### src/source/trap_ctrl_pkg.sv
/*
  widths, cause codes, pc selectors and privilege codes
  for the trap and flow controller, plus the FSM state enum
*/

package trap_ctrl_pkg;

  //////////////////////////////////////////////////
  // widths
  //////////////////////////////////////////////////

  // data word width of the core
  localparam int unsigned XLEN = 32;
  // number of fast interrupt lines
  localparam int unsigned NUM_FAST_IRQ = 15;
  // width of a compressed instruction
  localparam int unsigned COMPRESSED_W = 16;

  // pc, instruction word and mtval
  typedef logic [XLEN-1:0] word_t;
  typedef logic [NUM_FAST_IRQ-1:0] fast_irq_t;

  //////////////////////////////////////////////////
  // trap causes
  //////////////////////////////////////////////////

  // bit 5 flags an interrupt, bits 4:0 hold the code
  typedef logic [5:0] exc_cause_t;

  localparam exc_cause_t EXC_CAUSE_FETCH_FAULT = 6'd1;
  localparam exc_cause_t EXC_CAUSE_ILLEGAL     = 6'd2;
  localparam exc_cause_t EXC_CAUSE_BREAKPOINT  = 6'd3;
  localparam exc_cause_t EXC_CAUSE_LOAD_FAULT  = 6'd5;
  localparam exc_cause_t EXC_CAUSE_STORE_FAULT = 6'd7;
  localparam exc_cause_t EXC_CAUSE_ECALL_U     = 6'd8;
  localparam exc_cause_t EXC_CAUSE_ECALL_M     = 6'd11;
  localparam exc_cause_t IRQ_CAUSE_SOFTWARE    = 6'd35;
  localparam exc_cause_t IRQ_CAUSE_TIMER       = 6'd39;
  localparam exc_cause_t IRQ_CAUSE_EXTERNAL    = 6'd43;
  // fast line n maps to base + n
  localparam exc_cause_t IRQ_CAUSE_FAST_BASE   = 6'd48;
  localparam exc_cause_t IRQ_CAUSE_NMI         = 6'd63;

  // fetch address selector towards the IF stage
  typedef logic [1:0] pc_sel_t;

  localparam pc_sel_t PC_BOOT = 2'd0;
  localparam pc_sel_t PC_JUMP = 2'd1;
  localparam pc_sel_t PC_EXC  = 2'd2;
  localparam pc_sel_t PC_ERET = 2'd3;

  // privilege levels, only U and M exist
  typedef logic [1:0] priv_lvl_t;

  localparam priv_lvl_t PRIV_LVL_U = 2'd0;
  localparam priv_lvl_t PRIV_LVL_M = 2'd3;

  // controller states
  typedef enum logic [2:0] {
    RESET, BOOT_SET, WAIT_SLEEP, SLEEP, FIRST_FETCH, DECODE, IRQ_TAKEN, FLUSH
  } ctrl_state_e;

endpackage

### src/source/exc_req_if.sv
/*
  exception and special instruction requests,
  prioritiser towards controller FSM
*/

`timescale 1ns/10ps

interface exc_req_if import trap_ctrl_pkg::*; ();

  // valid special instruction or lsu error this cycle
  logic       special_req;
  // registered exception request
  logic       exc_pending;
  // winning exception of the current cycle
  exc_cause_t exc_cause;
  word_t      exc_mtval;
  logic       mret;
  logic       wfi;
  // controller is in FLUSH
  logic       in_flush;

  modport unit (output special_req, exc_pending, exc_cause, exc_mtval, mret, wfi,
                input  in_flush);

  modport fsm  (input  special_req, exc_pending, exc_cause, exc_mtval, mret, wfi,
                output in_flush);

endinterface

### src/source/irq_req_if.sv
/*
  interrupt decision and cause, arbiter towards controller FSM
*/

`timescale 1ns/10ps

interface irq_req_if import trap_ctrl_pkg::*; ();

  // take an interrupt as soon as the pipeline is idle
  logic       handle_irq;
  // leave sleep, any nmi or raw pending line
  logic       wake;
  logic       take_nmi;
  exc_cause_t irq_cause;
  // core runs the nmi handler
  logic       nmi_mode;

  modport arbiter (output handle_irq, wake, take_nmi, irq_cause, input nmi_mode);

  modport fsm     (input handle_irq, wake, take_nmi, irq_cause, output nmi_mode);

endinterface

### src/source/ctrl_fsm.sv
/*
  controller FSM: boot, decode, flush, interrupt redirect
  and sleep; pc and csr strobes, nmi mode, id stall and flush
*/

`timescale 1ns/10ps

module ctrl_fsm import trap_ctrl_pkg::*; (
  input  logic       clk_i,
  input  logic       rst_ni,
  input  logic       instr_valid_i,
  input  logic       stall_id_i,
  input  logic       branch_set_i,
  input  logic       jump_set_i,
  exc_req_if.fsm     req,
  irq_req_if.fsm     irq,
  output logic       ctrl_busy_o,
  output logic       instr_req_o,
  output logic       pc_set_o,
  output pc_sel_t    pc_mux_o,
  output exc_cause_t exc_cause_o,
  output word_t      csr_mtval_o,
  output logic       csr_save_if_o,
  output logic       csr_save_id_o,
  output logic       csr_save_cause_o,
  output logic       csr_restore_mret_o,
  output logic       nmi_mode_o,
  output logic       flush_id_o,
  output logic       id_in_ready_o,
  output logic       instr_valid_clear_o
);

  ctrl_state_e state_q, state_d;
  logic        nmi_mode_q, nmi_mode_d;
  logic        halt_if, retain_id, flush_id;

  assign req.in_flush = (state_q == FLUSH);

  //////////////////////////////////////////////////
  // next state and strobes
  //////////////////////////////////////////////////

  always_comb begin
    state_d            = state_q;
    nmi_mode_d         = nmi_mode_q;
    instr_req_o        = 1'b1;
    ctrl_busy_o        = 1'b1;
    pc_set_o           = 1'b0;
    pc_mux_o           = PC_BOOT;
    exc_cause_o        = '0;
    csr_mtval_o        = '0;
    csr_save_if_o      = 1'b0;
    csr_save_id_o      = 1'b0;
    csr_save_cause_o   = 1'b0;
    csr_restore_mret_o = 1'b0;
    halt_if            = 1'b0;
    retain_id          = 1'b0;
    flush_id           = 1'b0;

    unique case (state_q)
      RESET: begin
        // boot address, no fetch yet
        instr_req_o = 1'b0;
        pc_set_o    = 1'b1;
        halt_if     = 1'b1;
        state_d     = BOOT_SET;
      end
      BOOT_SET: begin
        pc_set_o = 1'b1;
        halt_if  = 1'b1;
        state_d  = FIRST_FETCH;
      end
      WAIT_SLEEP: begin
        ctrl_busy_o = 1'b0;
        instr_req_o = 1'b0;
        halt_if     = 1'b1;
        flush_id    = 1'b1;
        state_d     = SLEEP;
      end
      SLEEP: begin
        instr_req_o = 1'b0;
        halt_if     = 1'b1;
        flush_id    = 1'b1;
        if (irq.wake) begin
          state_d = FIRST_FETCH;
        end else begin
          // keep the clock gated
          ctrl_busy_o = 1'b0;
        end
      end
      FIRST_FETCH: begin
        // wait here while IF misses
        if (!stall_id_i) begin
          state_d = DECODE;
        end
        // stop fetching, redirect once ID is empty
        if (irq.handle_irq) begin
          halt_if = 1'b1;
          if (!instr_valid_i && !stall_id_i) begin
            state_d = IRQ_TAKEN;
          end
        end
      end
      DECODE: begin
        // mux set early, only used with pc_set_o
        pc_mux_o = PC_JUMP;
        // keep the instruction in ID for FLUSH to inspect
        if (req.special_req) begin
          retain_id = 1'b1;
          state_d   = FLUSH;
        end
        if (branch_set_i || jump_set_i) begin
          pc_set_o = 1'b1;
        end
        // drain the pipeline before the interrupt redirect
        if (irq.handle_irq && (stall_id_i || instr_valid_i)) begin
          halt_if = 1'b1;
        end
        if (irq.handle_irq && !stall_id_i && !req.special_req && !instr_valid_i) begin
          halt_if = 1'b1;
          state_d = IRQ_TAKEN;
        end
      end
      IRQ_TAKEN: begin
        pc_mux_o = PC_EXC;
        // line may have dropped meanwhile, then just resume
        if (irq.handle_irq) begin
          pc_set_o         = 1'b1;
          csr_save_if_o    = 1'b1;
          csr_save_cause_o = 1'b1;
          exc_cause_o      = irq.irq_cause;
          if (irq.take_nmi) begin
            nmi_mode_d = 1'b1;
          end
        end
        state_d = DECODE;
      end
      FLUSH: begin
        halt_if  = 1'b1;
        flush_id = 1'b1;
        state_d  = DECODE;
        if (req.exc_pending) begin
          // trap to handler, mepc from the ID stage
          pc_set_o         = 1'b1;
          pc_mux_o         = PC_EXC;
          csr_save_id_o    = 1'b1;
          csr_save_cause_o = 1'b1;
          exc_cause_o      = req.exc_cause;
          csr_mtval_o      = req.exc_mtval;
        end else if (req.mret) begin
          pc_set_o           = 1'b1;
          pc_mux_o           = PC_ERET;
          csr_restore_mret_o = 1'b1;
          // leaving the nmi handler
          nmi_mode_d         = 1'b0;
        end else if (req.wfi) begin
          state_d = WAIT_SLEEP;
        end
      end
      default: begin
        instr_req_o = 1'b0;
        state_d     = RESET;
      end
    endcase
  end

  //////////////////////////////////////////////////
  // id stage handshake
  //////////////////////////////////////////////////

  assign id_in_ready_o = ~stall_id_i & ~halt_if & ~retain_id;
  // retain keeps the valid bit unless a flush overrides it
  assign instr_valid_clear_o = ~(stall_id_i | retain_id) | flush_id;
  assign flush_id_o = flush_id;

  assign nmi_mode_o   = nmi_mode_q;
  assign irq.nmi_mode = nmi_mode_q;

  always_ff @(posedge clk_i or negedge rst_ni) begin
    if (!rst_ni) begin
      state_q    <= RESET;
      nmi_mode_q <= 1'b0;
    end else begin
      state_q    <= state_d;
      nmi_mode_q <= nmi_mode_d;
    end
  end

endmodule

### src/source/exc_prio_unit.sv
/*
  exception prioritiser: qualifies decoder flags, holds the
  exception request and lsu errors, selects cause and mtval
*/

`timescale 1ns/10ps

module exc_prio_unit import trap_ctrl_pkg::*; (
  input  logic                    clk_i,
  input  logic                    rst_ni,
  input  logic                    instr_valid_i,
  input  logic                    illegal_insn_i,
  input  logic                    ecall_insn_i,
  input  logic                    ebrk_insn_i,
  input  logic                    mret_insn_i,
  input  logic                    wfi_insn_i,
  input  logic                    instr_fetch_err_i,
  input  logic                    instr_fetch_err_plus2_i,
  input  logic                    instr_is_compressed_i,
  input  logic                    load_err_i,
  input  logic                    store_err_i,
  input  word_t                   instr_i,
  input  word_t                   pc_id_i,
  input  word_t                   lsu_addr_last_i,
  input  logic [COMPRESSED_W-1:0] instr_compressed_i,
  input  priv_lvl_t               priv_mode_i,
  exc_req_if.unit                 req
);

  logic ecall_insn, ebrk_insn, fetch_err;
  logic illegal_d, illegal_q;
  logic exc_req_d, exc_req_q;
  logic load_err_q, store_err_q;

  // decoder flags only count with a valid instruction
  assign ecall_insn = ecall_insn_i & instr_valid_i;
  assign ebrk_insn  = ebrk_insn_i & instr_valid_i;
  assign fetch_err  = instr_fetch_err_i & instr_valid_i;
  assign req.mret   = mret_insn_i & instr_valid_i;
  assign req.wfi    = wfi_insn_i & instr_valid_i;

  // dropped once FLUSH has handled them
  assign illegal_d = illegal_insn_i & instr_valid_i & ~req.in_flush;
  assign exc_req_d = (ecall_insn | ebrk_insn | illegal_d | fetch_err) & ~req.in_flush;

  // flush-only and pc-changing requests, lsu errors come without a valid instruction
  assign req.special_req = exc_req_d | req.mret | req.wfi | load_err_i | store_err_i;
  assign req.exc_pending = exc_req_q | load_err_q | store_err_q;

  always_ff @(posedge clk_i or negedge rst_ni) begin
    if (!rst_ni) begin
      illegal_q   <= 1'b0;
      exc_req_q   <= 1'b0;
      load_err_q  <= 1'b0;
      store_err_q <= 1'b0;
    end else begin
      illegal_q   <= illegal_d;
      exc_req_q   <= exc_req_d;
      load_err_q  <= load_err_i & ~req.in_flush;
      store_err_q <= store_err_i & ~req.in_flush;
    end
  end

  //////////////////////////////////////////////////
  // priority chain, first hit wins
  //////////////////////////////////////////////////

  always_comb begin
    req.exc_cause = '0;
    req.exc_mtval = '0;
    if (fetch_err) begin
      req.exc_cause = EXC_CAUSE_FETCH_FAULT;
      // second half of an unaligned instruction faulted
      req.exc_mtval = instr_fetch_err_plus2_i ? pc_id_i + word_t'(2) : pc_id_i;
    end else if (illegal_q) begin
      req.exc_cause = EXC_CAUSE_ILLEGAL;
      req.exc_mtval = instr_is_compressed_i ? word_t'(instr_compressed_i) : instr_i;
    end else if (ecall_insn) begin
      req.exc_cause = (priv_mode_i == PRIV_LVL_M) ? EXC_CAUSE_ECALL_M : EXC_CAUSE_ECALL_U;
    end else if (ebrk_insn) begin
      req.exc_cause = EXC_CAUSE_BREAKPOINT;
    end else if (store_err_q) begin
      req.exc_cause = EXC_CAUSE_STORE_FAULT;
      req.exc_mtval = lsu_addr_last_i;
    end else if (load_err_q) begin
      req.exc_cause = EXC_CAUSE_LOAD_FAULT;
      req.exc_mtval = lsu_addr_last_i;
    end
  end

endmodule

### src/source/irq_arbiter.sv
/*
  interrupt arbiter: enable check, nmi gating, cause
  selection and wake-up from sleep
*/

`timescale 1ns/10ps

module irq_arbiter import trap_ctrl_pkg::*; (
  input  logic      irq_nm_i,
  input  logic      irq_software_i,
  input  logic      irq_timer_i,
  input  logic      irq_external_i,
  input  fast_irq_t irq_fast_i,
  input  logic      csr_mstatus_mie_i,
  input  priv_lvl_t priv_mode_i,
  irq_req_if.arbiter irq
);

  logic       irq_enabled;
  logic       irq_pending;
  logic       fast_any;
  logic [3:0] fast_id;

  //////////////////////////////////////////////////
  // decision
  //////////////////////////////////////////////////

  // mie only masks in M mode, U mode is always interruptible
  assign irq_enabled = csr_mstatus_mie_i | (priv_mode_i == PRIV_LVL_U);

  assign fast_any    = |irq_fast_i;
  assign irq_pending = fast_any | irq_external_i | irq_software_i | irq_timer_i;

  // no nesting inside the nmi handler, not even another nmi
  assign irq.handle_irq = ~irq.nmi_mode & (irq_nm_i | (irq_pending & irq_enabled));
  assign irq.take_nmi   = irq_nm_i & ~irq.nmi_mode;

  // sleep ends on any line, enabled or not
  assign irq.wake = irq_nm_i | irq_pending;

  //////////////////////////////////////////////////
  // cause
  //////////////////////////////////////////////////

  // lowest fast index wins, scan downwards so it is written last
  always_comb begin
    fast_id = '0;
    for (int i = NUM_FAST_IRQ - 1; i >= 0; i--) begin
      if (irq_fast_i[i]) begin
        fast_id = 4'(i);
      end
    end
  end

  // nmi, fast, external, software, timer
  always_comb begin
    if (irq.take_nmi) begin
      irq.irq_cause = IRQ_CAUSE_NMI;
    end else if (fast_any) begin
      irq.irq_cause = IRQ_CAUSE_FAST_BASE + {2'b00, fast_id};
    end else if (irq_external_i) begin
      irq.irq_cause = IRQ_CAUSE_EXTERNAL;
    end else if (irq_software_i) begin
      irq.irq_cause = IRQ_CAUSE_SOFTWARE;
    end else begin
      // timer, or nothing pending and not looked at
      irq.irq_cause = IRQ_CAUSE_TIMER;
    end
  end

endmodule

### src/source/trap_controller.sv
/*
  trap and flow controller top level, exception prioritiser
  and interrupt arbiter feeding the controller FSM
*/

`timescale 1ns/10ps

module trap_controller import trap_ctrl_pkg::*; (
  input  logic                    clk_i,
  input  logic                    rst_ni,
  // ID stage instruction and decoder flags
  input  logic                    instr_valid_i,
  input  word_t                   instr_i,
  input  logic [COMPRESSED_W-1:0] instr_compressed_i,
  input  logic                    instr_is_compressed_i,
  input  logic                    instr_fetch_err_i,
  input  logic                    instr_fetch_err_plus2_i,
  input  word_t                   pc_id_i,
  input  logic                    illegal_insn_i,
  input  logic                    ecall_insn_i,
  input  logic                    ebrk_insn_i,
  input  logic                    mret_insn_i,
  input  logic                    wfi_insn_i,
  // lsu errors
  input  word_t                   lsu_addr_last_i,
  input  logic                    load_err_i,
  input  logic                    store_err_i,
  // control flow and stall
  input  logic                    branch_set_i,
  input  logic                    jump_set_i,
  input  logic                    stall_id_i,
  // interrupts and csr state
  input  logic                    csr_mstatus_mie_i,
  input  priv_lvl_t               priv_mode_i,
  input  logic                    irq_nm_i,
  input  logic                    irq_software_i,
  input  logic                    irq_timer_i,
  input  logic                    irq_external_i,
  input  fast_irq_t               irq_fast_i,
  // towards IF, ID and CSRs
  output logic                    ctrl_busy_o,
  output logic                    instr_req_o,
  output logic                    pc_set_o,
  output pc_sel_t                 pc_mux_o,
  output exc_cause_t              exc_cause_o,
  output word_t                   csr_mtval_o,
  output logic                    csr_save_if_o,
  output logic                    csr_save_id_o,
  output logic                    csr_save_cause_o,
  output logic                    csr_restore_mret_o,
  output logic                    nmi_mode_o,
  output logic                    flush_id_o,
  output logic                    id_in_ready_o,
  output logic                    instr_valid_clear_o
);

  exc_req_if exc_req ();
  irq_req_if irq_req ();

  exc_prio_unit i_exc_prio_unit (.clk_i, .rst_ni, .instr_valid_i, .illegal_insn_i,
    .ecall_insn_i, .ebrk_insn_i, .mret_insn_i, .wfi_insn_i, .instr_fetch_err_i,
    .instr_fetch_err_plus2_i, .instr_is_compressed_i, .load_err_i, .store_err_i, .instr_i,
    .pc_id_i, .lsu_addr_last_i, .instr_compressed_i, .priv_mode_i, .req(exc_req.unit));

  irq_arbiter i_irq_arbiter (.irq_nm_i, .irq_software_i, .irq_timer_i, .irq_external_i,
    .irq_fast_i, .csr_mstatus_mie_i, .priv_mode_i, .irq(irq_req.arbiter));

  // sequencing and all outputs towards the pipeline
  ctrl_fsm i_ctrl_fsm (.clk_i, .rst_ni, .instr_valid_i, .stall_id_i, .branch_set_i,
    .jump_set_i, .req(exc_req.fsm), .irq(irq_req.fsm), .ctrl_busy_o, .instr_req_o, .pc_set_o,
    .pc_mux_o, .exc_cause_o, .csr_mtval_o, .csr_save_if_o, .csr_save_id_o, .csr_save_cause_o,
    .csr_restore_mret_o, .nmi_mode_o, .flush_id_o, .id_in_ready_o, .instr_valid_clear_o);

endmodule

### config.mk
export PLATFORM = sky130hd
export DESIGN_NAME = trap_controller
export DESIGN_NICKNAME = d
export VERILOG_FILES = /design/src/source/trap_ctrl_pkg.sv /design/src/source/exc_req_if.sv /design/src/source/irq_req_if.sv /design/src/source/ctrl_fsm.sv /design/src/source/exc_prio_unit.sv /design/src/source/irq_arbiter.sv /design/src/source/trap_controller.sv
export SDC_FILE = /design/constraint.sdc
export NUM_CORES = 1
export LEC_CHECK = 0
export ABC_AREA = 1
export BUFFER_PORTS_ARGS = -buffer_cell sky130_fd_sc_hd__buf_4
export CORE_MARGIN = 5
export CORE_UTILIZATION = 38
export CTS_CLUSTER_SIZE = 8
export DETAILED_ROUTE_END_ITERATION = 6
export PLACE_DENSITY = 0.8
export SLEW_MARGIN = 5
export SYNTH_ARGS = -nofsm -noshare
export SYNTH_HDL_FRONTEND = slang
export SYNTH_SLANG_ARGS = --single-unit
### constraint.sdc
create_clock -name clk_i -period 2.1 [get_ports clk_i]
set_input_delay 0.42 -clock clk_i [delete_from_list [all_inputs] [get_ports clk_i]]
set_output_delay 0.42 -clock clk_i [all_outputs]
set_load 0.01 [all_outputs]
==> results.yml, run 1 <==
floorplan:
  io_pins: 201
  die_h_um: 93.8
  core_mm2: 0.00679
  die_x_um: 93.8
  initial_core_util_pct: 39.2
  fp-row-count: 30
  die_area_mm2: 0.00879
finish:
  n_fill_cell: 474
  multi_input_area_mm2: 0.00245
  final_cells: 891
  area_growth_pct: 105
  seqCellArea_um2: 200
  n_antenna_cell: 0
  fin_nets: 948
  design_area_mm2: 0.00546
  drive_gt1_share_pct: 50.8
drt:
  ant_nets: 0
  num_vias: 4764
  dr.max_layer_used: "met4"
  drc_errors: 0
  met2_length_um: 7300
  routedWlPerCell_um: 15.6
  drt_pass1_iterations: 5
  wl_met1_um: 5000
  met3_length_um: 1280
  drt_iter0_markers: 306
  vias_per_cell: 5.35
  finalWirelength_um: 13900
sta:
  max_freq_mhz: 426
  worst_pin_slew_ns: 0.532
  finalCritPeriodShare_pct: 112
  rsz0062_at_grt: "yes"
  fin_worst_skew_ns: 0.000953
  finalHoldViolations: 0
  setup_slack_ns: -0.249
  setup_viol_count_final: 20
  min_period_ns: 2.35
  max_slew_margin_pct: 64.2
  drv_slew: 0
clock_network:
  cts-root-buf: "clkbuf_8"
  cts_buffers: 3
  clock_path_buffers: 2
  insertion_delay_ns: 0.23
  cts_tree: "built"
  cts_max_level: 1
  path_clk_slew_ns: 0.04
  clock-sinks: 8
  ctsHoldBuffers: 0
global_routing:
  grt_pass1_vias: 4572
  grt_pass1_wl_um: 20600
  overflow: 0
  grt_max_degree: 31
  antenna_found_initial: 0
  gr-usage-all-layers_pct: 28.2
yosys:
  ys_seq_area_share_pct: 7.51
  synthCells: 524
  ys_warn_count: 0
  ys_top_cells_by_area: "nand2_1 17%, nand3_1 11%, inv_1 11%"
  netlist.top_cell.by_area: "nand2_1"
  synth_cell_types: 43
  ys_ff_latch: 8
  synth.avg_cell_area_um2: 5.09
  synth_fp_nets: 675
  synth_top_area_share_pct: 16.6
  syn_area_mm2: 0.00267
status:
  status: "complete, but fails checks"
  violations: "negative setup slack"
critical_path:
  path_buf_inv: 4
  critPathRequiredTime_ns: 1.68
  worstSetupStartpointType: "input pin"
  critPathCaptureType: "output pin"
  crit_family: "simple AND/OR/NAND/NOR gates"
  path_class: "in -> out"
  path_depth: 14
  cp_common_cell: "nor2_4"
  r2r_cells: 12
  path_cells: "buf_8, ha_4, nand2_4, nor2_4, nand2_4, nor2_4, nand3_4, nor2_4, buf_4, nand2_1, xor2_1, o21ai_1, inv_1, buf_6"
  max_stage_delay_ns: 0.17
  crit_path_max_fanout: 3
  slowest_stage: "xor2_1"
  arrival_ns: 1.93
power:
  p_per_area_mw_per_mm2: 614
  leakage_uw: 0.00287
  ir_drop_uv: 791
placement:
  placed_area_mm2: 0.00471
  post-place-cells: 862
  gp_congestion: 0.970
  io_buffers: 200
  dp_hpwl_um: 10300
worst_hold_path:
  min_path_type: "in -> async"
run:
  max_cap_viol_count: 0
-- metrics by stage --
| step | power, µW | utilization [%] | worst slack (ns) | setup TNS, ns | hold WS (ns) |
|---|---|---|---|---|---|
| after floorplan | 1380 | - | 0.00212 | 0 | 0.124 |
| after global placement | 2590 | 69.3 | -0.239 | -2.99 | 0.249 |
| after detailed placement | 2620 | 69.3 | -0.301 | -4.07 | 0.247 |
| after CTS | 3030 | 74.5 | -0.257 | -3.48 | 0.00778 |
| after global routing | 3590 | 80.4 | -0.357 | -5.72 | 0.0110 |
| final | 3350 | 80.4 | -0.249 | -3.30 | 0.00432 |
-- synthesized netlist by cell type (all sizes together) --
library cell / number
dfrtp: 8
o41ai: 1
xor2: 1
inv: 79
mux2i: 1
xnor2: 2
or2: 4
o31ai: 2
nor3b: 1
nor2: 65
buf: 5
nand2: 122
nand4: 8
a311oi: 1
a21oi: 37
clkbuf: 18
nand3: 66
a31oi: 6
nand3b: 1
nor3: 18
nor4: 2
a32oi: 1
o211ai: 5
ha: 1
a21o: 1
a211oi: 5
o22ai: 2
o21ai: 57
o2111ai: 1
o21a: 3
-- worst paths after layout --
| path | startpoint | end | slack [ns] |
|---|---|---|---|
| worst max-delay path | pc_id_i[2] | csr_mtval_o[19] | -0.25 |
| min in group clk_i | load_err_i | i_exc_prio_unit.load_err_q | 0.41 |
| max in group asynchronous | rst_ni | i_exc_prio_unit.store_err_q | 1.97 |
| worst min-delay path | rst_ni | i_ctrl_fsm.irq.nmi_mode | 0.004 |
| worst max register to register | i_ctrl_fsm.state_q[1] | i_ctrl_fsm.state_q[1] | 0.53 |
| worst min register to register | i_ctrl_fsm.irq.nmi_mode | i_ctrl_fsm.irq.nmi_mode | 0.60 |
-- repair_timing --
action / CTS / global route
buffers inserted: 14 / 13
pin swaps: 31 / 33
gates cloned: 1 / 0
gates resized for setup: 68 / 85
endpoints found under the setup margin: 32 / 45
-- power by group --
part	total, µW	leakage (µW)	switching [µW]	internal (µW)
Combinational	2910	0.00276	1510	1400
Clock	187	0.0000216	62.9	124
Sequential	256	0.0000925	45.6	210
Total	3350	0.00287	1610	1740
-- per-layer routing --
layer	up-vias	track usage, %
met5	-	0
met4	0	6.98
met3	36	5.93
met2	253	53.2
met1	2188	32.0
li1	2287	-
-- area by class of cell --
class                   count  area share, %
repair buffers            291           42.9
flip-flops and latches      8           3.67
well taps                  96           2.20
clock buffers               3          0.756
multi-input cells         414           44.8
inverters                  79           5.68
-- state kept, by name (all words and copies together) (netlist names) --
| name | flops |
|---|---|
| i_ctrl_fsm.irq.nmi_mode | 1 |
| i_exc_prio_unit.load_err_q | 1 |
| i_exc_prio_unit.store_err_q | 1 |
| i_exc_prio_unit.illegal_q | 1 |
| i_ctrl_fsm.state_q | 3 |
| i_exc_prio_unit.exc_req_q | 1 |
-- cell families after synthesis --
kind of cell	after synthesis	share of synthesized area, %
and+or+nand+nor	287	50.2
muxes	1	0.375
adders and majority gates	1	0.469
buffers and inverters	102	14.9
DFF	8	7.51
AOI/OAI and AO/OA	122	25.5
xor gates and xnor gates	3	0.986
-- placed cells by master, fill, tap and decap left out, types with 7 or more instances in the layout --
cell type and instances:
a21oi_2 13, nor2_1 49, nor3_2 7, inv_2 12, o21ai_1 11, o21ai_0 36
nand3_1 54, a21oi_1 24, nor3_1 11, o21ai_2 8, buf_4 255, dfrtp_1 8
nand4_1 7, buf_6 31, nand2_2 14, nor2_4 12, nand2_1 102, inv_1 62
(Power assumes the default switching activity.)
==> inputs of run 2 (changes only) <==
--- a/config.mk
+++ b/config.mk
@@ -8,10 +8,10 @@
 export ABC_AREA = 1
 export BUFFER_PORTS_ARGS = -buffer_cell sky130_fd_sc_hd__buf_4
 export CORE_MARGIN = 5
-export CORE_UTILIZATION = 38
+export CORE_UTILIZATION = 45
 export CTS_CLUSTER_SIZE = 8
 export DETAILED_ROUTE_END_ITERATION = 6
-export PLACE_DENSITY = 0.8
+export PLACE_DENSITY = 0.89
 export SLEW_MARGIN = 5
 export SYNTH_ARGS = -nofsm -noshare
 export SYNTH_HDL_FRONTEND = slang
==> constraint.sdc (replaced) <==
create_clock -name clk_i -period 2.9 [get_ports clk_i]
set_input_delay 0.58 -clock clk_i [delete_from_list [all_inputs] [get_ports clk_i]]
set_output_delay 0.58 -clock clk_i [all_outputs]
set_load 0.01 [all_outputs]
==> results.yml, run 2 (synthesized netlist as in run 1, its figures left out) <==
status:
  status: "complete, no violations"
placement:
  place_ws_ns: 0.123
  dp_hpwl_um: 10100
  placed_area_mm2: 0.00423
  gp_congestion: 1.06
  io_buffers: 200
global_routing:
  antenna_found_initial: 0
  grt_pass1_wl_um: 19300
  overflow: 0
  gr-usage-all-layers_pct: 30.8
  grt_max_degree: 33
  grt_pass1_vias: 4171
critical_path:
  critPathCaptureType: "output pin"
  path_cells: "buf_4, ha_1, nand2_2, nor2_4, nand2_4, nor2_4, nand3_4, nor2_4, nand4_2, or2_0, a21oi_2, buf_4"
  r2r_slack_ns: 1.15
  crit_path_start: "pc_id_i[1]"
  worstSetupStartpointType: "input pin"
  arrival_ns: 2.17
  r2r_cells: 11
  r2r_end: "i_ctrl_fsm.state_q[1]"
  slowest_stage: "or2_0"
  crit_path_max_fanout: 5
  critPathRequiredTime_ns: 2.32
  max_stage_delay_ns: 0.24
  cp_common_cell: "nor2_4"
  path_class: "in -> out"
  endpoint: "csr_mtval_o[27]"
  reg2reg_from: "i_ctrl_fsm.state_q[2]"
clock_network:
  cts_buffers: 3
  cts-root-buf: "clkbuf_8"
  clock-sinks: 8
  insertion_delay_ns: 0.23
  cts_max_level: 1
  cts_tree: "built"
  path_clk_slew_ns: 0.05
  clock_path_buffers: 2
finish:
  design_area_mm2: 0.00428
  top_register: "i_ctrl_fsm.state_q"
  final_cell_mix: "206 x buf_4, 118 x nand2_1, 76 x inv_1, 60 x nand3_1, 57 x nor2_1"
  utilization_pct: 73.1
  area_growth_pct: 60.3
  mostFrequentLayoutCell: "buf_4"
  largest_reg_flops: 3
  n_antenna_cell: 0
  drive_gt1_share_pct: 33.6
  fin_nets: 864
drt:
  num_vias: 4414
  finalWirelength_um: 12300
  ant_nets: 0
  drc_errors: 0
  drt_pass1_iterations: 5
  routedWlPerCell_um: 15.7
  vias_per_cell: 5.62
  drt_iter0_markers: 343
power:
  ir_drop_uv: 404
  leakage_uw: 0.00235
  p_per_area_mw_per_mm2: 439
sta:
  fin_worst_skew_ns: 0.00413
  finalCritPeriodShare_pct: 95.0
  rsz0062_at_grt: "yes"
  drv_slew: 0
  max_freq_mhz: 363
  whs_ns: 0.165
  setup_slack_ns: 0.146
  finalSetupTns_ns: 0
  setup_viol_count_final: 0
  finalHoldViolations: 0
  max_slew_margin_pct: 60.1
  worst_pin_slew_ns: 0.593
  min_period_ns: 2.75
floorplan:
  die_x_um: 87.0
  core_mm2: 0.00585
  fp-row-count: 28
  die_h_um: 87.0
  die_area_mm2: 0.00756
  initial_core_util_pct: 45.6
  io_pins: 201
worst_hold_path:
  min_path_type: "in -> async"
run:
  max_cap_viol_count: 0
## run 2: worst min-delay path by stage
stage | from | end | depth (start not counted)
6_report | rst_ni | i_ctrl_fsm.irq.nmi_mode | 1
5_1_grt | rst_ni | i_exc_prio_unit.load_err_q | 1
4_1_cts | rst_ni | i_exc_prio_unit.load_err_q | 1
3_5_place_dp | rst_ni | i_ctrl_fsm.state_q[0] | 1
3_3_place_gp | rst_ni | i_ctrl_fsm.state_q[0] | 1
2_1_floorplan | rst_ni | i_ctrl_fsm.irq.nmi_mode | 0
## run 2: area by class of cell
| cell class | count | area [µm²] |
|---|---|---|
| multi-input cells | 414 | 2080 |
| fillers | 515 | 1580 |
| repair buffers | 207 | 1570 |
| inverters | 79 | 297 |
| flip-flops and latches | 8 | 200 |
| well taps | 75 | 93.8 |
| clock buffers | 3 | 41.3 |
## run 2: metrics by stage
| stage | cells | power [µW] |
|---|---|---|
| final | 786 | 1880 |
| after floorplan | 524 | 998 |
| after CTS | 786 | 1860 |
| after detailed placement | 783 | 1710 |
| after global routing | 786 | 2020 |
| after global placement | 783 | 1700 |
## run 2: power breakdown
group          switching (µW)  leakage, µW  internal (µW)
clock network            49.0    0.0000216           90.5
logic                     872      0.00224            672
registers                41.3    0.0000925            152
total                     962      0.00235            914
## run 2: routing by layer
metal	track usage, %	up-vias	wire, µm
met5	0	-	0
li1	-	2111	-
met2	54.9	302	5890
met1	38.5	1973	4600
met4	8.36	0	363
met3	4.26	28	1480
## run 2: timing repair
item | CTS | global route
buffers inserted | 0 | 0
hold buffers | 0 | 0
setup endpoints to repair | 0 | 2
gates resized for setup | 0 | 2
## run 2: critical path, delay by kind of cell
kind / cells / cell delay, ns
AO/OA/AOI/OAI: 1 / 0.15
AND/OR/NAND/NOR: 8 / 1.06
adder cells (fa/ha/maj): 1 / 0.15
buffers and inverters: 2 / 0.22
